[config.mk]
export PLATFORM = sky130hd
export DESIGN_NAME = key_debounce
export DESIGN_NICKNAME = d
export VERILOG_FILES = /design/src/hdl/key_debounce.sv
export SDC_FILE = /design/constraint.sdc
export NUM_CORES = 1
export LEC_CHECK = 0
export ABC_AREA = 1
export BUFFER_PORTS_ARGS = -buffer_cell sky130_fd_sc_hd__buf_4
export CAP_MARGIN = 20
export CORE_UTILIZATION = 50
export DETAILED_ROUTE_END_ITERATION = 10
export PLACE_DENSITY = 0.68
export SLEW_MARGIN = 20
export SYNTH_ARGS = -nofsm -noshare
export SYNTH_HDL_FRONTEND = slang
export SYNTH_SLANG_ARGS = --single-unit
export TNS_END_PERCENT = 20
[constraint.sdc]
create_clock -name clk -period 1.8 [get_ports clk]
set_clock_uncertainty 0.2 [all_clocks]
set_input_delay 0.36 -clock clk [delete_from_list [all_inputs] [get_ports clk]]
set_output_delay 0.36 -clock clk [all_outputs]
set_load 0.02 [all_outputs]
[src/hdl/key_debounce.sv]
`timescale 1ns/100ps

module key_debounce #(
  parameter int DEBOUNCE_CYCLES = 500000
) (
  input  logic clk,
  input  logic reset_n,
  input  logic key_in,
  output logic press
);

  localparam int CNT_W = (DEBOUNCE_CYCLES > 1) ? $clog2(DEBOUNCE_CYCLES + 1) : 1;

  logic             key_meta;
  logic             key_sync;
  logic             key_stable;  // last accepted level.
  logic [CNT_W-1:0] stable_cnt;

  always_ff @(posedge clk or negedge reset_n) begin
    if (!reset_n) begin
      key_meta   <= 1'b1;
      key_sync   <= 1'b1;
      key_stable <= 1'b1;
      stable_cnt <= '0;
      press      <= 1'b0;
    end else begin
      key_meta <= key_in;
      key_sync <= key_meta;
      press    <= 1'b0;
      if (key_sync == key_stable) begin
        stable_cnt <= '0;  // bounce back, start over.
      end else if (stable_cnt == CNT_W'(DEBOUNCE_CYCLES - 1)) begin
        // new level held long enough.
        key_stable <= key_sync;
        stable_cnt <= '0;
        press      <= !key_sync;
      end else begin
        stable_cnt <= stable_cnt + CNT_W'(1);
      end
    end
  end

endmodule

Word level (Yosys, flattened, before mapping)
Index checks and enable logic that the tools add are counted.
{"block": "classes", "n_bitwise": 1, "eq_ne": 2, "mux": 4, "add_sub_neg": 1, "n_reduce_logical": 2}
{"op": "19-bit two-way mux", "n": 2}
{"op": "19-bit by 1-bit adder with 19-bit output, second input constant", "n": 1}
{"op": "19-bit == test, second input constant", "n": 1}
{"op": "1-bit two-way mux", "n": 2}
{"op": "2-bit AND reduction", "n": 1}
{"op": "1-bit == test", "n": 1}
{"op": "1-bit logical NOT", "n": 1}
{"op": "1-bit inverter", "n": 1}
{"block": "word_totals", "elab_cells": 15, "out_inout_bits": 1, "in_bits": 3, "register_bits": 23}

Depth between registers and ports, before layout
{"block": "depth", "ltp_word": 3, "mapped_depth": 8}

Least setup slack after synthesis
No wires, ideal clock.
{"block": "synth_timing", "kind": "register -> register", "start": "register stable_cnt[0]", "end": "register stable_cnt[5]", "path_slack_ns": 0.350, "path_buffers": 0, "synth_period_minus_slack_ns": 1.450, "stages_incl_launch_ff": 7, "t_arrival_ns": 1.127, "setup_time_ns": 0.123, "required_time_ns": 1.477, "path_cell_list": "dfrtp_1 > ha_1 > nand2_1 > nor2_1 > nand3_2 > nand2_1 > nor2_1"}
{"block": "synth_via", "elab_chain_len": 3}
{"element": "start: declaration", "line_no": "17", "source": "logic [CNT_W-1:0] stable_cnt;"}
{"element": "start signal: assignment", "line_no": "38", "source": "stable_cnt <= stable_cnt + CNT_W'(1);"}
{"element": "19-bit by 1-bit adder with 19-bit output or 19-bit == test (tied branches)", "line_no": "38, 32"}
{"element": "19-bit two-way mux *", "line_no": "32", "source": "end else if (stable_cnt == CNT_W'(DEBOUNCE_CYCLES - 1)) begin"}
{"element": "19-bit two-way mux *", "line_no": "30", "source": "if (key_sync == key_stable) begin"}
Mark *: on every way between the ends. The rest lies on a longest branch, timed or not.
A chain may end at the register's enable or synchronous reset.

Worst setup path after layout
{"block": "layout_timing", "start": "register stable_cnt[0]", "end": "register stable_cnt[14]"}
Same word-level chain as after synthesis.

==> results.py <==
metrics = {
    "cts": {
        "cts_root_buf": "clkbuf_4",
        "clk_pin_slew_ns": 0.12,
        "cts.sinks": 23,
        "clockBufferDepth": 2,
        "clk_latency_ns": 0.31,
        "h-tree-depth": 1,
        "cts_tree": "yes",
        "cts_buffers": 3,
    },
    "layout": {
        "syn_to_final_growth_pct": 9.02,
        "final_nets": 164,
        "finalNonFillerCells": 187,
        "fill_cells": 218,
        "drive_above_1_share_pct": 17.6,
        "antenna_cells": 0,
    },
    "floorplanning": {
        "std_cell_rows": 17,
        "die_h_microns": 51.4,
        "initial_core_util_pct": 54.2,
        "die_w_microns": 51.4,
        "core_sq_um": 2250,
        "ioPinCount": 4,
        "die-area_sq_um": 2640,
    },
    "setup_path": {
        "worstReg2RegStart": "stable_cnt[0]",
        "worst-path-buf-inv": 0,
        "crit_slowest_cell": "dfrtp_1",
        "slowest_delay_ns": 0.39,
        "cp-end-kind": "register",
        "cpLargestDelayFamily": "simple AND/OR/NAND/NOR gates",
        "crit_fanout": 4,
        "path_class": "reg -> reg",
        "cpMostUsedCell": "nand2_1",
        "crit_start": "stable_cnt[0]",
        "cp.required_ns": 1.85,
        "crit_chain": "ha_1 -> nand2_1 -> nor2_2 -> nand3_1 -> o21ai_1 -> nand2_1 -> nor2_1",
        "startpoint_type": "register",
        "arrival_ns": 1.67,
    },
    "synthesis": {
        "synthArstFlopShare_pct": 100,
        "synth_xor_area_share_pct": 7.07,
        "synth_area_sq_um": 1220,
        "synth_fa_ha_area_share_pct": 1.02,
        "synth_area_leader_cell": "dfrtp_1",
        "synth_edf_count": 0,
        "netlist_top_cells_count": "32 x nor2_1, 25 x nand2_1, 20 x dfrtp_1, 18 x inv_1, 12 x nand3_1",
        "yosysSeqAreaShare_pct": 47.4,
        "yosys.area.top_type_share_pct": 41.0,
        "synthesis.nets": 154,
        "yosys.area_share.simple_pct": 34.4,
        "yosysMostFrequentCell": "nor2_1",
        "avgSynthCellArea_sq_um": 8.14,
        "ys_types": 24,
        "synth_cells": 150,
        "synthTopCellsByArea": "dfrtp_1 41%, nor2_1 9.8%, nand2_1 7.7%",
        "synth_mux_area_share_pct": 0,
        "yosys_warnings": 0,
        "synth_compound_gate_area_share_pct": 3.89,
        "synth_seq_cells": 23,
        "yosys_most_used_dff": "dfrtp_1",
        "synth_top_family_by_area": "simple AND/OR/NAND/NOR gates",
    },
    "power": {
        "ir_worst_vdd_v": 0.000629,
        "power_density_nw_per_um2": 603,
        "leakage_nw": 0.585,
    },
    "grt": {
        "grt_usage_pct": 20.8,
        "grt_pass1_wl_mm": 3.94,
        "grt_overflow": 0,
        "grt_max_degree": 24,
        "grt_pass1_vias": 875,
        "antenna_found_initial": 0,
    },
    "sta": {
        "finalSetupViolCount": 0,
        "tightest_slew_ns": 0.309,
        "drv_slew": 0,
        "hold_viol_final": 0,
        "setup_tns_ns": 0,
        "layout_min_cycle_time_ns": 1.62,
        "timing.final.crit_share_pct": 90.0,
        "rsz0062_at_grt": "false",
        "slew_headroom_pct": 79.4,
        "fmaxAchievable_ghz": 0.618,
    },
    "drt": {
        "drtIter0Drc": 17,
        "vias": 927,
        "drc": 0,
        "dr.pass1.iters": 4,
        "wl_per_cell_microns": 11.4,
        "totalWireLength_mm": 2.12,
        "viasPerCell": 4.96,
        "ant_nets": 0,
    },
    "place": {
        "dpl.hpwl_mm": 1.67,
        "placed_cells": 181,
        "io_buffers": 3,
        "gp_congestion": 0.792,
    },
    "run": {
        "cap_viol_max_count": 0,
    },
    "outcome": {
        "status": "finished clean",
    },
    "hold_path": {
        "hp-start": "key_meta",
        "min_path_type": "reg -> reg",
    },
}
## repair_timing
item,in CTS,in global routing
gates resized for setup,0,3
endpoints found under the hold margin,24,0
endpoints found under the setup margin,0,7
hold buffers,2,0
setup buffers,0,0
## area by class of cell
class                           count  area (sq um)  area share, %
Clock buffer                        3          22.5           1.69
Clock inverter                      1          5.00          0.376
Inverter                           20          75.1           5.64
Multi-Input combinational cell    107           572           43.0
Sequential cell                    23           579           43.5
Tap cell                           28          35.0           2.63
Timing Repair Buffer                5          42.5           3.20
## worst reg2reg max path: cells and delay by family, from the launching register on
| family | cells | cell delay, ns |
|---|---|---|
| DFF | 1 | 0.39 |
| AOI/OAI and AO/OA | 1 | 0.15 |
| and+or+nand+nor | 5 | 0.65 |
| adders and majority gates | 1 | 0.18 |
## per-stage QoR
stage	hold slack (ns)	power [mW]	setup WS, ns	area, sq um	util (%)
after floorplan	-0.136	0.558	0.350	1220	-
after global placement	0.0640	0.575	0.221	1280	56.7
after detailed placement	0.0658	0.576	0.111	1280	56.7
after CTS	0.169	0.815	0.0968	1330	58.8
after global routing	0.172	0.852	0.0315	1330	59.0
final	0.166	0.803	0.181	1330	59.0
## sequential cells by signal (all words and copies together), names as in the netlist
register and cells:
key_meta 1, key_stable 1, key_sync 1, press 1, stable_cnt 19
## routing by layer
layer	track usage (%)	share of wire, %	routed length [microns]
met1	30.4	49	1050
met2	29.7	46	967
met3	3.57	3.3	71
met4	9.46	1.8	39
met5	0	0	0
## worst paths after layout
path                                        to  slack (ns)  cells past startpoint
min in group asynchronous        stable_cnt[6]        0.26                      2
worst min-delay path                  key_sync        0.17                      0
worst min register to register        key_sync        0.17                      0
worst max register to register  stable_cnt[14]        0.18                      7
max in group asynchronous           key_stable        0.86                      2
worst max-delay path            stable_cnt[14]        0.18                      7
## cells by family after synthesis
| family | after synthesis |
|---|---|
| XOR/XNOR | 9 |
| buffers and inverters | 20 |
| adder cells (fa/ha/maj) | 1 |
| AO/OA/AOI/OAI | 9 |
| flip-flops | 23 |
| AND/OR/NAND/NOR | 88 |
## cells in the final DEF (no fill, tap or decap)
| cell | n |
|---|---|
| xor2_1 | 6 |
| inv_1 | 18 |
| nor2_1 | 31 |
| nand2_2 | 4 |
| nand3_2 | 1 |
| nand2_4 | 1 |
| ha_1 | 1 |
| dfstp_2 | 3 |
| dfrtp_1 | 20 |
| nor3b_1 | 1 |
| a21oi_1 | 3 |
| nor3_1 | 3 |
| o21a_1 | 1 |
| nor3b_2 | 1 |
| clkinv_2 | 1 |
| buf_4 | 3 |
| inv_2 | 2 |
| nor2_2 | 5 |
| dlygate4sd3_1 | 2 |
| xor2_2 | 1 |
| nand3_1 | 12 |
| o21ai_0 | 1 |
| clkbuf_4 | 3 |
| nor2_4 | 3 |
| nand4_1 | 2 |
| xnor2_1 | 2 |
| nand2_1 | 24 |
| o21ai_1 | 4 |
## power by group
part           total [mW]  leakage (nW)  switching, mW  internal, mW
logic              0.0378         0.259         0.0250        0.0128
clock network       0.234        0.0177          0.151        0.0830
registers           0.531         0.308        0.00496         0.526
Note: power is estimated with default switching activity, not from simulation.
