$ cat config.mk
export PLATFORM = sky130hd
export DESIGN_NAME = hex_seg_display
export DESIGN_NICKNAME = d
export VERILOG_FILES = /design/src/hdl/hex_seg_display.sv
export SDC_FILE = /design/constraint.sdc
export NUM_CORES = 1
export LEC_CHECK = 0
export BUFFER_PORTS_ARGS = -buffer_cell sky130_fd_sc_hd__buf_2
export CORE_MARGIN = 2
export CORE_UTILIZATION = 56
export CTS_CLUSTER_DIAMETER = 100
export DETAILED_ROUTE_END_ITERATION = 8
export GPL_ROUTABILITY_DRIVEN = 0
export PLACE_DENSITY_LB_ADDON = 0.05
export SKIP_CTS_REPAIR_TIMING = 1
export SYNTH_ARGS = -nofsm -noshare
export SYNTH_HDL_FRONTEND = slang
export SYNTH_SLANG_ARGS = --single-unit
$ cat constraint.sdc
create_clock -name clk -period 2.1 [get_ports clk]
set_input_delay 0 -clock clk [delete_from_list [all_inputs] [get_ports clk]]
set_output_delay 0 -clock clk [all_outputs]
set_load 0.005 [all_outputs]
$ cat src/hdl/hex_seg_display.sv
`timescale 1ns/100ps

module hex_seg_display #(
  parameter int SCAN_CYCLES = 50000
) (
  input  logic       clk,
  input  logic       reset_n,
  input  logic [7:0] value,
  output logic [5:0] sel,
  output logic [7:0] seg
);

  localparam int SCAN_W = (SCAN_CYCLES > 1) ? $clog2(SCAN_CYCLES) : 1;

  logic [SCAN_W-1:0] scan_cnt;
  logic [5:0]        digit_oh;
  logic [3:0]        nibble;
  logic              blank;

  // active low, {g,f,e,d,c,b,a}.
  function automatic logic [6:0] hex_to_seg(input logic [3:0] hex);
    case (hex)
      4'h0: hex_to_seg = 7'h40;
      4'h1: hex_to_seg = 7'h79;
      4'h2: hex_to_seg = 7'h24;
      4'h3: hex_to_seg = 7'h30;
      4'h4: hex_to_seg = 7'h19;
      4'h5: hex_to_seg = 7'h12;
      4'h6: hex_to_seg = 7'h02;
      4'h7: hex_to_seg = 7'h78;
      4'h8: hex_to_seg = 7'h00;
      4'h9: hex_to_seg = 7'h10;
      4'ha: hex_to_seg = 7'h08;
      4'hb: hex_to_seg = 7'h03;
      4'hc: hex_to_seg = 7'h46;
      4'hd: hex_to_seg = 7'h21;
      4'he: hex_to_seg = 7'h06;
      default: hex_to_seg = 7'h0e;
    endcase
  endfunction

  always_ff @(posedge clk or negedge reset_n) begin
    if (!reset_n) begin
      scan_cnt <= '0;
      digit_oh <= 6'b000001;
    end else if (scan_cnt == SCAN_W'(SCAN_CYCLES - 1)) begin
      scan_cnt <= '0;
      digit_oh <= {digit_oh[4:0], digit_oh[5]};  // next digit.
    end else begin
      scan_cnt <= scan_cnt + SCAN_W'(1);
    end
  end

  assign nibble = digit_oh[1] ? value[7:4] : value[3:0];
  assign blank  = !(digit_oh[0] || digit_oh[1]);  // upper four unused.

  always_ff @(posedge clk or negedge reset_n) begin
    if (!reset_n) begin
      sel <= 6'b111111;
      seg <= 8'hff;
    end else begin
      sel <= ~digit_oh;
      seg <= blank ? 8'hff : {1'b1, hex_to_seg(nibble)};  // dp off.
    end
  end

endmodule

; ---- Yosys cells after proc, flatten, opt, wreduce, memory -nomap -nowiden
; Memory sizes are Yosys's and may differ from the RTL's.
; Cells that the tools add are included.
[totals]
register_bits = 36
mem_bits_ro = 112
in_bits = 10
word_cells = 12
n_memories = 1
[op_classes]
n_addsub = 1
n_eq_ne = 1
mux = 3
bitwise = 1
reduce_logical = 1
[mem_list]
columns = memory, words, width, rd, rd_ports_with_merged_regs, wr, line_no
row1 = (no name shown), 16, 7, 1, 0, 0, 22  ; case (hex)
[op_table]
columns = operator, n
row1 = "16-bit by 1-bit adder with 16-bit output, second input constant", 1
row2 = "16-bit == test, second input constant", 1
row3 = 16-bit 2-to-1 mux, 1
row4 = 7-bit 2-to-1 mux, 1
row5 = 6-bit inverter, 1
row6 = 4-bit 2-to-1 mux, 1
row7 = 1-bit logical OR, 1

; ---- Logic depth before layout (Yosys ltp)
; An unclocked memory read counts as a cell.
[logic_depth]
ltp_word = 3
ltp_mapped = 7
depth_no_buf = 6

; ---- Least setup slack after synthesis
; OpenSTA, ideal clock, no wires.
[synth_path]
path_kind = register to register
start = register digit_oh[1]
end = register seg[0]
arrival_ps = 1712
path_slack_ps = 308
stages_incl_launch_ff = 8
path_buffers = 1
path_cell_list = dfrtp_1 buf_6 mux2i_1 inv_1 ha_1 or3_1 o221ai_1 nand2_1
[synth_via]
elab_chain_len = 3
elab_cells_between_ends = 4
classes_between = mux: 2 / reduce/logical: 1 / memory: 1
[synth_rtl]
columns = item, line_no
row1 = "start, declared", 16  ; logic [5:0] digit_oh;
row2 = "start signal, assigned", 48  ; digit_oh <= {digit_oh[4:0], digit_oh[5]};
row3 = 4-bit 2-to-1 mux, 54  ; assign nibble = digit_oh[1] ? value[7:4] : value[3:0];
row4 = memory read 16 x 7 bit, n/a
row5 = 7-bit 2-to-1 mux (*), 63  ; seg <= blank ? 8'hff : {1'b1, hex_to_seg(nibble)};
row6 = "end signal, assigned", 63
row7 = "end, declared", 10  ; output logic [7:0] seg
; Every way passes the cells marked *; elsewhere a longest branch is shown, timed or not.
; A chain may end at the register's enable or synchronous reset.

; ---- Worst setup path after layout
; Same ends and word-level chain as after synthesis.

==> results.json <==
{
  "status": "completed",
  "dp_hpwl_um": 2260,
  "grt_pass1_wl_um": 5060,
  "finalCritPeriodShare_pct": 78.8,
  "max_slew_margin_pct": 50.6,
  "final_hold_viol_count": 0,
  "clockRootBuffer": "clkbuf_4",
  "finalCriticalPeriod_ns": 1.65,
  "ys_seq_area_share_pct": 51.3,
  "met1_usage_pct": 24.1,
  "diodes": 0,
  "grt_pass1_vias": 1140,
  "wl_um": 3100,
  "clkTransAtPathRegs_ns": 0.11,
  "clock_path_buffers": 2,
  "max_freq_ghz": 0.604,
  "yosysWarnings": 0,
  "vias_per_cell": 5.49,
  "finalSetupTns_ns": 0,
  "ios": 24,
  "peakVddDrop_mv": 0.576,
  "core_area_um2": 3000,
  "final_cell_mix": "22 x buf_2, 21 x dfrtp_1, 17 x nand2_1",
  "synthToLayoutAreaGrowth_pct": 12.4,
  "netlist_instances": 150,
  "cts_tree": "built",
  "rsz0062_at_grt": "false",
  "worstPathArrival_ns": 1.92,
  "dr.pass1.iters": 4,
  "syn_area_um2": 1740,
  "dieHeight_um": 59.8,
  "grt_max_degree": 36,
  "synth_seq_cells": 35,
  "mostFrequentLayoutCell": "buf_2",
  "cp-end-kind": "register",
  "slew_viol_final": 0,
  "wire_per_inst_um": 14.6,
  "die_width_um": 59.8,
  "finalHoldWorstSlack_ns": 0.0512,
  "setup_violations": 0,
  "overflow": 0,
  "finalWorstSetupSlack_ns": 0.445,
  "cts_sinks": 35,
  "crit_fanout": 6,
  "nFillCells": 257,
  "synth_edf_count": 0,
  "grt_usage_pct": 19.5,
  "grt.met2_usage_pct": 30.0,
  "cts_buffers": 5,
  "required_ns": 2.37,
  "h-tree-depth": 2,
  "synth-async-reset-ratio_pct": 100,
  "drtAntennaViolNets": 0,
  "placed_cell_area_um2": 1870,
  "drv_cap": 0,
  "p_per_area_nw_per_um2": 627,
  "hold_class": "primary input to register",
  "p_leak_uw": 0.000873,
  "crit_type": "register to register",
  "vias": 1164,
  "design_power_total_uw": 1230,
  "die_area_um2": 3570,
  "ys_types": 37,
  "drive_gt1_share_pct": 36.9,
  "portBuffers": 22,
  "final_cell_area_um2": 1960,
  "grtUsageMet3_pct": 6.28,
  "core.rowCount": 20,
  "start_kind": "register",
  "max_slew.worst_pin.slew_ns": 0.741,
  "r2r.worst_path.cells": 5,
  "layout.nets": 195,
  "yosys_most_used_dff": "dfrtp_1",
  "skew_ns": 0.00732,
  "clock_latency_ns": 0.34,
  "start_util_pct": 58.0,
  "dp_slack_ns": 0.452,
  "first_iter_violations": 65,
  "hold_depth": 3,
  "syn-num-nets": 167,
  "antenna_found_initial": 0,
  "drc": 0,
  "avgSynthCellArea_um2": 11.6,
  "grt_busiest_layer": "met2"
}
-- sequential cells by signal, indices dropped and copies added, names as in the netlist --
signal and flops:
digit_oh 6, scan_cnt 16, sel 6, seg 7
-- layer usage --
| metal | wire length [µm] | part of all wire, % | vias up |
|---|---|---|---|
| met1 | 1340 | 43 | 547 |
| li1 | - | - | 573 |
| met3 | 129 | 4.2 | 12 |
| met4 | 110 | 3.5 | 0 |
| met5 | 0 | 0 | - |
| met2 | 1520 | 49 | 32 |
-- cell type report --
type / instances / area (µm²) / share of cell area [%]
clock buffer: 5 / 37.5 / 1.92
clock inverter: 3 / 43.8 / 2.24
inverter: 9 / 33.8 / 1.73
multi-input combinational: 101 / 752 / 38.4
sequential: 35 / 893 / 45.7
tap: 33 / 41.3 / 2.11
timing repair buffer: 26 / 155 / 7.93
-- kinds of logic (layout without fill, tap and decap cells) --
group                      Yosys count  count (layout)  share of synthesized area, %
buffers and inverters               14              43                          5.46
xor gates and xnor gates            14              14                          7.05
adders and majority gates            7               7                          5.03
other                                1               1                         0.215
muxes                                8               8                          5.68
DFF                                 35              35                          51.3
AOI/OAI and AO/OA                   19              19                          7.41
and+or+nand+nor                     52              52                          17.8
-- cell usage after synthesis (2+ instances only) --
| cell type | instances | area share, % |
|---|---|---|
| dfstp_2 | 14 | 21 |
| nor4_2 | 2 | 1.4 |
| nand3_1 | 6 | 1.7 |
| o21ai_2 | 3 | 1.5 |
| xnor2_1 | 8 | 4.0 |
| mux2i_1 | 5 | 2.9 |
| buf_6 | 3 | 1.9 |
| nand2_1 | 17 | 3.7 |
| o21ai_0 | 6 | 1.7 |
| ha_1 | 7 | 5.0 |
| nand4_1 | 5 | 1.8 |
| inv_1 | 9 | 1.9 |
| nor2_1 | 4 | 0.86 |
| dfrtp_1 | 21 | 30 |
| a31oi_1 | 2 | 0.72 |
| and4_1 | 2 | 1.0 |
| o221ai_1 | 3 | 1.5 |
| xor2_1 | 6 | 3.0 |
| a21oi_1 | 2 | 0.58 |
| o211ai_1 | 2 | 0.86 |
| nor2_2 | 7 | 2.5 |
-- critical path: stages, from the launching register on --
cell and delay [ns]:
dfrtp_1 0.41, mux2_2 0.40, ha_1 0.24, or3_1 0.38
o221ai_1 0.07, nand2_1 0.08
-- power by group --
part	internal [µW]	switching (µW)	total [µW]	leakage, µW
combinational	23.9	39.8	63.7	0.000401
sequential	675	0	675	0.000426
clock	250	238	488	0.0000452
-- per-stage QoR --
step | std cells | utilization (%)
global placement | 203 | 62.1
detailed placement | 203 | 62.1
finish | 212 | 65.2
CTS | 211 | 64.8
global route | 212 | 65.2
floorplan | 150 | -
-- path summary, 6_finish.rpt --
path / start / end / slack (ns)
max in group asynchronous: reset_n / scan_cnt[10] / 1.38
hold / removal: value[2] / seg[3] / 0.05
setup reg to reg: digit_oh[1] / seg[0] / 0.45
min in group asynchronous: reset_n / scan_cnt[13] / 0.24
setup / recovery: digit_oh[1] / seg[0] / 0.45
hold reg to reg: digit_oh[4] / sel[4] / 0.40
Note: power is estimated with default switching activity, not from simulation.
