[config.mk]
export PLATFORM = sky130hd
export DESIGN_NAME = counter_ctrl
export DESIGN_NICKNAME = d
export VERILOG_FILES = /design/src/hdl/eeprom_pkg.sv /design/src/hdl/counter_ctrl.sv
export SDC_FILE = /design/constraint.sdc
export NUM_CORES = 1
export LEC_CHECK = 0
export ABC_AREA = 1
export BUFFER_PORTS_ARGS = -buffer_cell sky130_fd_sc_hd__buf_2
export CORE_ASPECT_RATIO = 1.5
export CORE_MARGIN = 5
export CORE_UTILIZATION = 56
export DETAILED_ROUTE_END_ITERATION = 12
export PLACE_DENSITY = 0.8
export SYNTH_ARGS = -nofsm -noshare
export SYNTH_HDL_FRONTEND = slang
export SYNTH_SLANG_ARGS = --single-unit
[constraint.sdc]
create_clock -name clk -period 1.8 [get_ports clk]
set_input_delay 0.09 -clock clk [delete_from_list [all_inputs] [get_ports clk]]
set_output_delay 0.09 -clock clk [all_outputs]
set_load 0.02 [all_outputs]
[src/hdl/eeprom_pkg.sv]
package eeprom_pkg;

  // ==========================================================
  // device and register constants
  // ==========================================================

  localparam logic [6:0] eeprom_dev_id    = 7'b1010000;
  localparam logic [7:0] counter_reg_addr = 8'd1;

  // ==========================================================
  // transaction interface
  // ==========================================================

  typedef enum logic {
    op_read  = 1'b0,
    op_write = 1'b1
  } i2c_op_e;

  typedef struct packed {
    i2c_op_e    op;
    logic [7:0] reg_addr;
    logic [7:0] wr_data;  // ignored on reads.
  } i2c_req_t;

  typedef struct packed {
    logic [7:0] rd_data;
    logic       nack;     // any address or data byte left unacked.
  } i2c_rsp_t;

  // address byte, first on the wire after START.
  typedef struct packed {
    logic [6:0] dev_id;
    logic       rw;       // 1 for read.
  } i2c_addr_fields_t;

  typedef union packed {
    logic [7:0]       raw;
    i2c_addr_fields_t f;
  } i2c_addr_byte_u;

endpackage

[src/hdl/counter_ctrl.sv]
`timescale 1ns/100ps

module counter_ctrl #(
  parameter int START_DELAY = 1000000
) (
  input  logic                 clk,
  input  logic                 reset_n,
  input  logic                 press,
  input  logic                 done,
  input  eeprom_pkg::i2c_rsp_t rsp,
  output logic                 start,
  output eeprom_pkg::i2c_req_t req,
  output logic [7:0]           value
);

  import eeprom_pkg::*;

  localparam int DLY_W = (START_DELAY > 0) ? $clog2(START_DELAY + 1) : 1;

  typedef enum logic [1:0] {
    st_delay, st_read, st_wait, st_write
  } state_e;

  state_e           state;
  logic [DLY_W-1:0] delay_cnt;

  always_ff @(posedge clk or negedge reset_n) begin
    if (!reset_n) begin
      state     <= st_delay;
      delay_cnt <= '0;
      start     <= 1'b0;
      req       <= '0;
      value     <= 8'hff;
    end else begin
      start <= 1'b0;
      case (state)
        st_delay: begin
          if (delay_cnt == DLY_W'(START_DELAY)) begin
            delay_cnt    <= '0;
            state        <= st_read;
            start        <= 1'b1;
            req.op       <= op_read;
            req.reg_addr <= counter_reg_addr;
          end else begin
            delay_cnt <= delay_cnt + DLY_W'(1);
          end
        end
        st_read: begin
          if (done) begin
            if (rsp.nack) begin
              state <= st_delay;  // no device, retry later.
            end else begin
              value <= rsp.rd_data;
              state <= st_wait;
            end
          end
        end
        st_wait: begin
          if (press) begin
            value        <= value + 8'd1;
            state        <= st_write;
            start        <= 1'b1;
            req.op       <= op_write;
            req.reg_addr <= counter_reg_addr;
            req.wr_data  <= value + 8'd1;
          end
        end
        default: begin
          if (done) begin  // read back after write.
            state        <= st_read;
            start        <= 1'b1;
            req.op       <= op_read;
            req.reg_addr <= counter_reg_addr;
          end
        end
      endcase
    end
  end

endmodule

### After elaboration in Yosys (flattened, before gate mapping)

Index checks and enable logic that the tools add are counted.

| word-level totals | value |
|---|---|
| bits of input ports | 13 |
| output and inout port bits | 26 |
| register bits after elaboration | 48 |

| operators by class | value |
|---|---|
| bitwise gates (word level) | 1 |
| equality and inequality tests | 7 |
| add/subtract/negate cells | 2 |
| reductions and logical operators | 7 |
| multiplexer cells | 19 |

Operators with widths:

| kind | number |
|---|---|
| 9-bit case mux with 3 select lines | 1 |
| 8-bit 2-to-1 mux | 3 |
| 20-bit by 1-bit adder with 20-bit output, second input constant | 1 |
| 20-bit equality test, second input constant | 1 |
| 20-bit 2-to-1 mux | 1 |
| 9-bit 2-to-1 mux | 2 |
| 17-bit 2-to-1 mux | 1 |
| 8-bit case mux with 2 select lines | 1 |
| 4-bit AND reduction | 3 |
| 2-bit 2-to-1 mux | 5 |
| 8-bit by 1-bit adder with 8-bit output, second input constant | 1 |
| 2-bit inequality test, second input constant | 4 |
| 2-bit case mux with 3 select lines | 1 |
| 1-bit 2-to-1 mux | 3 |
| 1-bit case mux with 3 select lines | 1 |
| 3-bit nonzero test | 1 |
| 2-bit by 1-bit equality test with 1-bit output, second input constant | 1 |
| 2-bit equality test, second input constant | 1 |
| 2-bit zero test | 1 |
| 2-bit AND reduction | 1 |
| 2-bit nonzero test | 1 |
| 1-bit NOT | 1 |

### Logic depth before layout (Yosys ltp)

Gate-level depths: netlist of the first run.

| logic depth | value |
|---|---|
| depth after elaboration | 3 |
| depth in mapped cells | 11 |
| mapped depth without buffers | 11 |

### Least setup slack after synthesis of the first run

OpenSTA, ideal clock, no wires.

| timing path | value |
|---|---|
| path kind | reg2reg |
| from | register state[0] |
| to | register delay_cnt[8] |
| cell stages (with the launch flop) | 8 |
| period minus slack after synthesis | 1492 ps |
| setup slack | 308 ps |
| data required time | 1682 ps |
| path buffers | 1 |
| data arrival time | 1374 ps |
| path through | dfrtp_1 -> inv_1 -> ha_1 -> clkbuf_8 -> inv_1 -> nor4_4 -> xor2_1 -> inv_1 |

| between the ends | value |
|---|---|
| word-level cells in the longest chain between the ends | 1 |

Ends and longest elaborated chain:

| item | line | RTL |
|---|---|---|
| from (decl) | counter_ctrl.sv:24 | `state_e state;` |
| from (signal assigned) | counter_ctrl.sv:29 | `state <= st_delay;` |
| from (signal assigned) | counter_ctrl.sv:40 | `state <= st_read;` |
| from (signal assigned) | counter_ctrl.sv:51 | `state <= st_delay;` |
| 2-bit zero test | counter_ctrl.sv:36 | `case (state)` |
| to (signal assigned) | counter_ctrl.sv:45 | `delay_cnt <= delay_cnt + DLY_W'(1);` |
| to (decl) | counter_ctrl.sv:25 | `logic [DLY_W-1:0] delay_cnt;` |

No other way between the ends.
A chain may end at the register's enable or synchronous reset.

### Worst setup path in the final report of the first run

| timing path | value |
|---|---|
| from | register state[1] |
| to | register value[5] |

| between the ends | value |
|---|---|
| word-level cells in the longest chain between the ends | 3 |
| elaborated cells between the ends (all ways) | 8 |
| those cells by class | 5 x eq/ne; 1 x mux; 2 x reduce/logical |

Ends and longest elaborated chain:

| item | line | RTL |
|---|---|---|
| 2-bit by 1-bit equality test with 1-bit output or 2-bit equality test (tied branches) | counter_ctrl.sv:36 |  |
| 2-bit inequality test (no source line) or 2-bit nonzero test (tied branches) | - |  |
| 4-bit AND reduction (no source line) | - |  |
| to (signal assigned) | counter_ctrl.sv:53 | `value <= rsp.rd_data;` |
| to (signal assigned) | counter_ctrl.sv:60 | `value <= value + 8'd1;` |
| to (decl) | counter_ctrl.sv:13 | `output logic [7:0] value` |

Several ways; a longest one is shown, not always the timed one.

==> PnR_summary.wiki, run 1 <==
{| class="wikitable"
! Metric !! Value
|-
| Required time at the endpoint of the critical path || ~2.0 ns
|-
| Combined area of the multi-input logic cells || ~0.0012 mm2
|-
| Top flip-flop cell by instance count after synthesis || sky130_fd_sc_hd__dfrtp_1
|-
| Asr flop ratio synth || between 90% and 100%
|-
| Crit path arrival time || roughly 1.9 ns
|-
| Iter 0 DRT Violations || between 70 and 80
|-
| Post-synthesis to final-layout area growth || 14.4%
|-
| Result of the run || finished clean
|-
| Final weighted congestion in routability-driven placement || slightly above 0.9
|-
| Final wirelength || 5340 um
|-
| Via Count || about 2100
|-
| Category of the most critical setup path || flop to flop
|-
| Terminus of the critical flop-to-flop path || value[5]
|-
| Start point of the critical path || state[1]
|-
| Most area-consuming cells after synthesis || sky130_fd_sc_hd__dfrtp_1 (35%), sky130_fd_sc_hd__nand2_1 (13%), sky130_fd_sc_hd__dfstp_2 (8.8%)
|-
| CTS Buf Count || 5
|-
| Max-Slew Margin vs Limit || 64.2%
|-
| FF+latch area || between 0.001 and 0.0015 mm2
|-
| Pin count of the biggest net entering global routing || 25
|-
| Area of the core || 0.00417 mm2
|-
| Worst-case register-to-register setup slack || ~0.082 ns
|-
| Most common library cells after synthesis || sky130_fd_sc_hd__nand2_1 (80), sky130_fd_sc_hd__nor2_1 (43), sky130_fd_sc_hd__inv_1 (36)
|-
| Post-route minimum period || around 1.7 ns
|-
| CTS max path bufs || 2
|-
| HPWL Detailed || between 4000 and 5000 um
|-
| I/O pin count || 39
|-
| Synth warn || 0
|-
| Top cell type's share of synthesized area || between 30% and 40%
|-
| Maximum clock skew at final layout || ~0.011 ns
|-
| Buffers added on ports || 31
|-
| Start of the worst register-to-register path || state[1]
|-
| Vias per cell || between 5 and 6
|-
| Floorplan row count || 29
|-
| Remaining antenna violation count || 0
|-
| Antenna violations before repair || 0
|-
| Pins Over Slew Limit || 0
|-
| Final net count || 369
|-
| Wire length of the first global-routing pass || 9380 um
|-
| Final Hold Violating Endpoints || 0
|-
| Initial core utilization || ~57%
|-
| Number of instances in the synthesized netlist || between 300 and 400
|-
| Clk slew on worst S/H paths || 0.08 ns
|-
| Cell leakage power || about 0.0014 uW
|-
| Post-route fraction of the period consumed by the critical path || a little over nine tenths
|-
| Cell depth of the worst flop-to-flop path || 7
|-
| Global route overflow || 0
|-
| PwrDens || approximately 640 mW/mm2
|-
| Smallest hold slack || between 0.03 and 0.04 ns
|-
| Drt first pass iters || 4
|-
| Post-synth design cell area || between 0.002 and 0.0025 mm2
|-
| Worst Hold Launch || rsp[5]
|-
| Final-report setup violation count || 0
|-
| Maximum vdd ir drop || 0.000529 V
|-
| Fraction of layout cells with a size suffix above 1 || a little under a fifth
|-
| Nature of the critical path startpoint || flop
|-
| Hold crit path type || input pin to flop
|-
| Full die area || 0.00570 mm2
|-
| Number of clock sinks || between 40 and 50
|-
| Flip-flop and latch count after synthesis || just over 40
|-
| Routed wire length per instance || roughly 13 um
|-
| Worst Setup End Kind || flop
|-
| Util after Layout || ~65%
|-
| Root Buffer || sky130_fd_sc_hd__clkbuf_8
|-
| Final routed DRC violation total || 0
|-
| Total track usage || 20.0%
|-
| Number of enable-type register cells in the synthesized netlist || 0
|-
| Antenna diode instance count || 0
|-
| Portion of the post-synthesis area used by sequential elements || between 40% and 50%
|-
| Die span in x || roughly 63 um
|-
| Most area-hungry cell type in the Yosys netlist || sky130_fd_sc_hd__dfrtp_1
|-
| Clock insertion delay at the later pin of the skew report || 0.29 ns
|-
| Depth of the CTS H-tree || 2
|-
| Setup repair after global routing missed its margin || yes
|-
| CTS tree || built
|-
| Critical path destination || value[5]
|-
| Fmax || a little under 600 MHz
|-
| Number of library cell types mapped by synthesis || 34
|-
| Largest fanout on the critical path || 9
|-
| Worst-margin pin slew || between 0.5 and 0.6 ns
|-
| Dominant cell by count in the synthesized netlist || sky130_fd_sc_hd__nand2_1
|-
| Count of maximum capacitance violations || 0
|-
| Y dimension of the die || around 90 um
|-
| Average cell area after synthesis || approximately 7.8 um2
|-
| Via count of the first global-routing pass || ~2200
|-
| Total of fill cells in the finished design || between 300 and 400
|}
==> through the flow <==
step | instances | setup TNS, ns | instance area (um2) | power [uW] | worst slack (ns)
global route | 396 | -0.0489 | 2730 | 1820 | -0.0400
detailed placement | 386 | 0 | 2590 | 1040 | 0.0971
global placement | 386 | 0 | 2590 | 1030 | 0.163
CTS | 395 | 0 | 2700 | 1760 | 0.0709
finish | 396 | 0 | 2730 | 1740 | 0.0823
floorplan | 314 | 0 | 2410 | 1000 | 0.308
==> report_power, final <==
group          switching, uW  total, uW  internal, uW
Clock                    307        719           412
Combinational           54.7       78.6          23.9
Sequential              7.64        940           932
Total                    370       1740          1370
==> flip-flops by register name, summed over array words and instances (netlist names) <==
register	flops
delay_cnt	20
req	10
value	8
state	2
start	1
==> worst max-delay path, cell delays in order (launching register included) <==
cell and delay (ns):
sky130_fd_sc_hd__dfrtp_1 0.43, sky130_fd_sc_hd__inv_1 0.14, sky130_fd_sc_hd__ha_1 0.18, sky130_fd_sc_hd__inv_1 0.08, sky130_fd_sc_hd__or2_1 0.27, sky130_fd_sc_hd__a21oi_4 0.27
sky130_fd_sc_hd__o21ai_0 0.14, sky130_fd_sc_hd__o22ai_1 0.13
==> worst min path at each step <==
stage	endpoint	cells after the start
6_report	value[4]	3
5_1_grt	value[4]	3
4_1_cts	value[4]	3
3_5_place_dp	delay_cnt[9]	1
3_3_place_gp	delay_cnt[9]	1
2_1_floorplan	delay_cnt[0]	0
==> cell type report <==
| cell class | count | area share [%] |
|---|---|---|
| Inverter | 37 | 5.08 |
| Multi-Input combinational cell | 226 | 43.2 |
| Clock inverter | 2 | 1.28 |
| Tap cell | 46 | 2.11 |
| Sequential cell | 41 | 37.9 |
| Timing Repair Buffer | 38 | 7.70 |
| Clock buffer | 6 | 2.66 |
==> placed cells by master (no fill, tap or decap), types with 4 or more instances in the layout <==
cell type,count
sky130_fd_sc_hd__a21oi_1,6
sky130_fd_sc_hd__xor2_1,8
sky130_fd_sc_hd__buf_4,6
sky130_fd_sc_hd__dfstp_2,8
sky130_fd_sc_hd__nor2_1,42
sky130_fd_sc_hd__nand4_1,7
sky130_fd_sc_hd__nand2_1,78
sky130_fd_sc_hd__o21ai_0,13
sky130_fd_sc_hd__conb_1,7
sky130_fd_sc_hd__buf_2,31
sky130_fd_sc_hd__ha_1,6
sky130_fd_sc_hd__clkbuf_8,5
sky130_fd_sc_hd__inv_1,36
sky130_fd_sc_hd__nand3_1,20
sky130_fd_sc_hd__xnor2_1,4
sky130_fd_sc_hd__nor3_1,9
sky130_fd_sc_hd__dfrtp_1,33
==> kinds of logic (layout without fill, tap and decap cells) <==
kind of cell	Yosys count	count (layout)	share of synthesized area, %
compound gates	31	31	7.97
xor+xnor	12	12	4.40
fa+ha+maj	7	7	3.67
buf+inv	47	83	8.91
flops	41	41	43.4
other cells	1	7	0.157
simple gates	169	169	31.5
==> layer usage <==
metal | vias to the layer above | GRT usage [%] | wire length, um
met5 | - | 0 | 0
met4 | 0 | 8.49 | 99
met3 | 8 | 3.87 | 171
met2 | 43 | 36.4 | 2940
met1 | 981 | 22.1 | 2130
li1 | 1051 | - | -
==> repair_timing <==
| action | in CTS | in global routing |
|---|---|---|
| endpoints found under the setup margin | 0 | 18 |
| resized for setup | 0 | 5 |
| buffers inserted | 0 | 1 |
| hold endpoints to repair | 18 | 0 |
| hold buffers | 1 | 0 |
No activity file was read; power rests on OpenSTA's default activity.
==> run 2: changes to the inputs <==
CORE_UTILIZATION = 50   (was 56)
PLACE_DENSITY = 0.73   (was 0.8)
==> run 2 against run 1 <==
- core utilization fell by 5.3 points
- die area rose by 10%
- via count fell by 0.62%
- flip-flop and latch count did not move
- count of clock-buffer cells in the layout rose by 1
- critical path depth did not move
- clock power rose by 9.0%
- combinational power fell by 2%
- power rose by 3.7%
- global-route usage fell by 0.17 points
- sequential power barely moved
- hold slack got worse by 0.0095 ns
- highest routed layer unchanged
==> PnR_summary.wiki, run 2 (synthesis results as in run 1) <==
{| class="wikitable"
! Metric !! Value
|-
| Highest-count cells in the layout ignoring fill and taps || sky130_fd_sc_hd__nand2_1 (78), sky130_fd_sc_hd__nor2_1 (43), sky130_fd_sc_hd__inv_1 (36), sky130_fd_sc_hd__dfrtp_1 (33), sky130_fd_sc_hd__buf_2 (31)
|-
| Area of the core || 0.00458 mm2 (+9.7%)
|-
| Final-report setup violation count || 0 (unchanged)
|-
| Final net count || 368 (-0.27%)
|-
| Final wirelength || 5420 um (+1.4%)
|-
| Setup repair after global routing missed its margin || yes
|-
| CTS Buf Count || 5 (unchanged)
|-
| Pin count of the biggest net entering global routing || 42 (+68%)
|-
| Fmax || 586 MHz (+0.66%)
|-
| Crit path arrival time || 1.93 ns (about the same)
|-
| Sum of buffers and inverters on the critical path || 2 (unchanged)
|-
| Cell type with the highest occurrence count on the critical path || sky130_fd_sc_hd__inv_1
|-
| Hold crit path type || input pin to flop
|-
| Cell leakage power || 0.00139 uW (-0.11%)
|-
| Register containing the most flip-flops in the final layout || delay_cnt
|-
| Worst Setup End Kind || flop
|-
| Largest fanout on the critical path || 9 (unchanged)
|-
| Count of maximum capacitance violations || 0 (unchanged)
|-
| Fraction of layout cells with a size suffix above 1 || 18.3% (-0.52 points)
|-
| Category of the most critical setup path || flop to flop
|-
| Final routed DRC violation total || 0 (unchanged)
|-
| Y dimension of the die || 94.6 um (+5.2%)
|-
| Via count of the first global-routing pass || 2141 (-1.6%)
|-
| Largest regs || delay_cnt (20), req (10), value (8)
|-
| Remaining antenna violation count || 0 (unchanged)
|-
| Nature of the critical path startpoint || flop
|-
| Post-synthesis to final-layout area growth || 15.3%
|-
| Antenna diode instance count || 0 (unchanged)
|-
| Pins Over Slew Limit || 0 (unchanged)
|-
| Via Count || 2070 (-0.62%)
|-
| Final weighted congestion in routability-driven placement || 0.914 (-0.99%)
|-
| Largest register FFs || 20 (unchanged)
|-
| Library cell contributing the largest single delay on the critical path || sky130_fd_sc_hd__dfrtp_1
|-
| Routed wire length per instance || 13.1 um (-2.8%)
|-
| Initial core utilization || 52.1% (-5.1 points)
|-
| Worst-case register-to-register setup slack || 0.09 ns (about the same)
|-
| PwrDens || 654 mW/mm2 (+2.9%)
|-
| Util after Layout || 60.1% (-5.3 points)
|-
| Die span in x || 66.4 um (+4.9%)
|-
| Delay-heaviest family, CP || compound AO/OA/AOI/OAI gates
|-
| Floorplan row count || 30 (+3.4%)
|-
| Required time at the endpoint of the critical path || 2.02 ns (about the same)
|-
| Max-Slew Margin vs Limit || 64.9% (+0.65 points)
|-
| Hold path depth || 3 (unchanged)
|-
| Full die area || 0.00628 mm2 (+10%)
|-
| Post-route minimum period || 1.71 ns (-0.0113 ns)
|-
| Drt first pass iters || 4 (unchanged)
|-
| HPWL Detailed || 4100 um (about the same)
|-
| Depth of the CTS H-tree || 2 (unchanged)
|-
| Worst-margin pin slew || 0.527 ns (-0.00981 ns)
|-
| Start of the worst register-to-register path || state[1]
|-
| Number of clock sinks || 41 (unchanged)
|-
| Number of setup buffers added after CTS || 0 (unchanged)
|-
| CTS max path bufs || 2 (unchanged)
|-
| Maximum clock skew at final layout || 0.0103 ns (-0.000801 ns)
|-
| Worst Hold Launch || rsp[5]
|-
| Antenna violations before repair || 0 (unchanged)
|-
| Largest stage delay on the critical path || 0.44 ns (about the same)
|-
| Global route overflow || 0 (unchanged)
|-
| Most common cell after layout, fill and taps aside || sky130_fd_sc_hd__nand2_1
|-
| Vias per cell || 5.01 (-4.7%)
|-
| Buffers added on ports || 31 (unchanged)
|-
| Final Hold Violating Endpoints || 0 (unchanged)
|-
| I/O pin count || 39 (unchanged)
|-
| Terminus of the critical flop-to-flop path || value[5]
|-
| CTS tree || built
|-
| Result of the run || finished clean
|-
| Cell depth of the worst flop-to-flop path || 7 (unchanged)
|-
| Endpoint of the worst hold path || value[4]
|-
| Layout Cell Area excl Fill || 0.00275 mm2 (+0.78%)
|-
| Start point of the critical path || state[1]
|-
| Total track usage || 19.8% (-0.17 points)
|-
| Placed cell areas || 0.00261 mm2 (+0.87%)
|-
| Root Buffer || sky130_fd_sc_hd__clkbuf_8
|-
| Clock insertion delay at the later pin of the skew report || 0.30 ns (about the same)
|-
| Maximum vdd ir drop || 0.000408 V (-23%)
|-
| Iter 0 DRT Violations || 80 (+9.6%)
|-
| Wire length of the first global-routing pass || 9630 um (+2.7%)
|-
| Cell-by-cell listing of the critical path || inv_1 > ha_1 > inv_1 > or2_1 > a21oi_4 > o21ai_0 > o22ai_1
|-
| Total Power || 1800 uW (+3.7%)
|-
| Post-route fraction of the period consumed by the critical path || 94.8% (-0.63 points)
|-
| Clk slew on worst S/H paths || 0.08 ns (about the same)
|-
| Total of fill cells in the finished design || 460 (+26%)
|}
-- run 2: cell types whose count changed in the layout (fill, tap and decap cells not counted), sizes merged --
cell / change
clkbuf: +1
buf: -1
clkinv: -1
-- run 2: how the worst max path moves through the flow --
stage                          to  cells after the start
floorplan            delay_cnt[8]                      7
global placement    delay_cnt[18]                      9
detailed placement  delay_cnt[18]                      9
CTS                  delay_cnt[7]                      7
global route                start                      7
finish                   value[5]                      7
-- run 2: power by group --
part | internal [uW] | switching (uW) | total, uW
Combinational | 22.4 | 54.9 | 77.3
Sequential | 932 | 7.59 | 939
Clock | 453 | 332 | 784
-- run 2: final cells by class --
class | instances | area (um2) | area share [%]
clock buffer | 7 | 86.3 | 3.14
inverter | 37 | 139 | 5.05
tap | 64 | 80.1 | 2.91
clock inverter | 1 | 30.0 | 1.09
sequential | 41 | 1040 | 37.6
multi-input combinational | 226 | 1180 | 42.8
timing repair buffer | 37 | 203 | 7.36
-- run 2: timing repair --
action	CTS	global route
resized for setup	0	4
hold endpoints to repair	33	0
hold buffers	1	0
endpoints found under the setup margin	0	15
-- run 2: tightest hold or removal path, delay by kind of cell --
kind            cells  cell delay (ns)
compound gates      1             0.07
simple gates        1             0.06
buf+inv             1             0.07
-- run 2: through the flow --
step           hold slack, ns  instances  setup TNS, ns  setup slack, ns
4_1_cts                0.0294        413              0           0.0319
5_1_grt                0.0379        413        -0.0203          -0.0102
3_5_place_dp            0.192        404              0           0.0800
2_1_floorplan          -0.206        314              0            0.308
6_report               0.0259        413              0           0.0936
3_3_place_gp            0.184        404              0            0.164
-- run 2: layer usage --
metal / wire [um] / track usage [%]
met3: 237 / 4.05
met4: 125 / 7.29
met5: 0 / 0
met1: 2100 / 21.4
met2: 2960 / 37.1
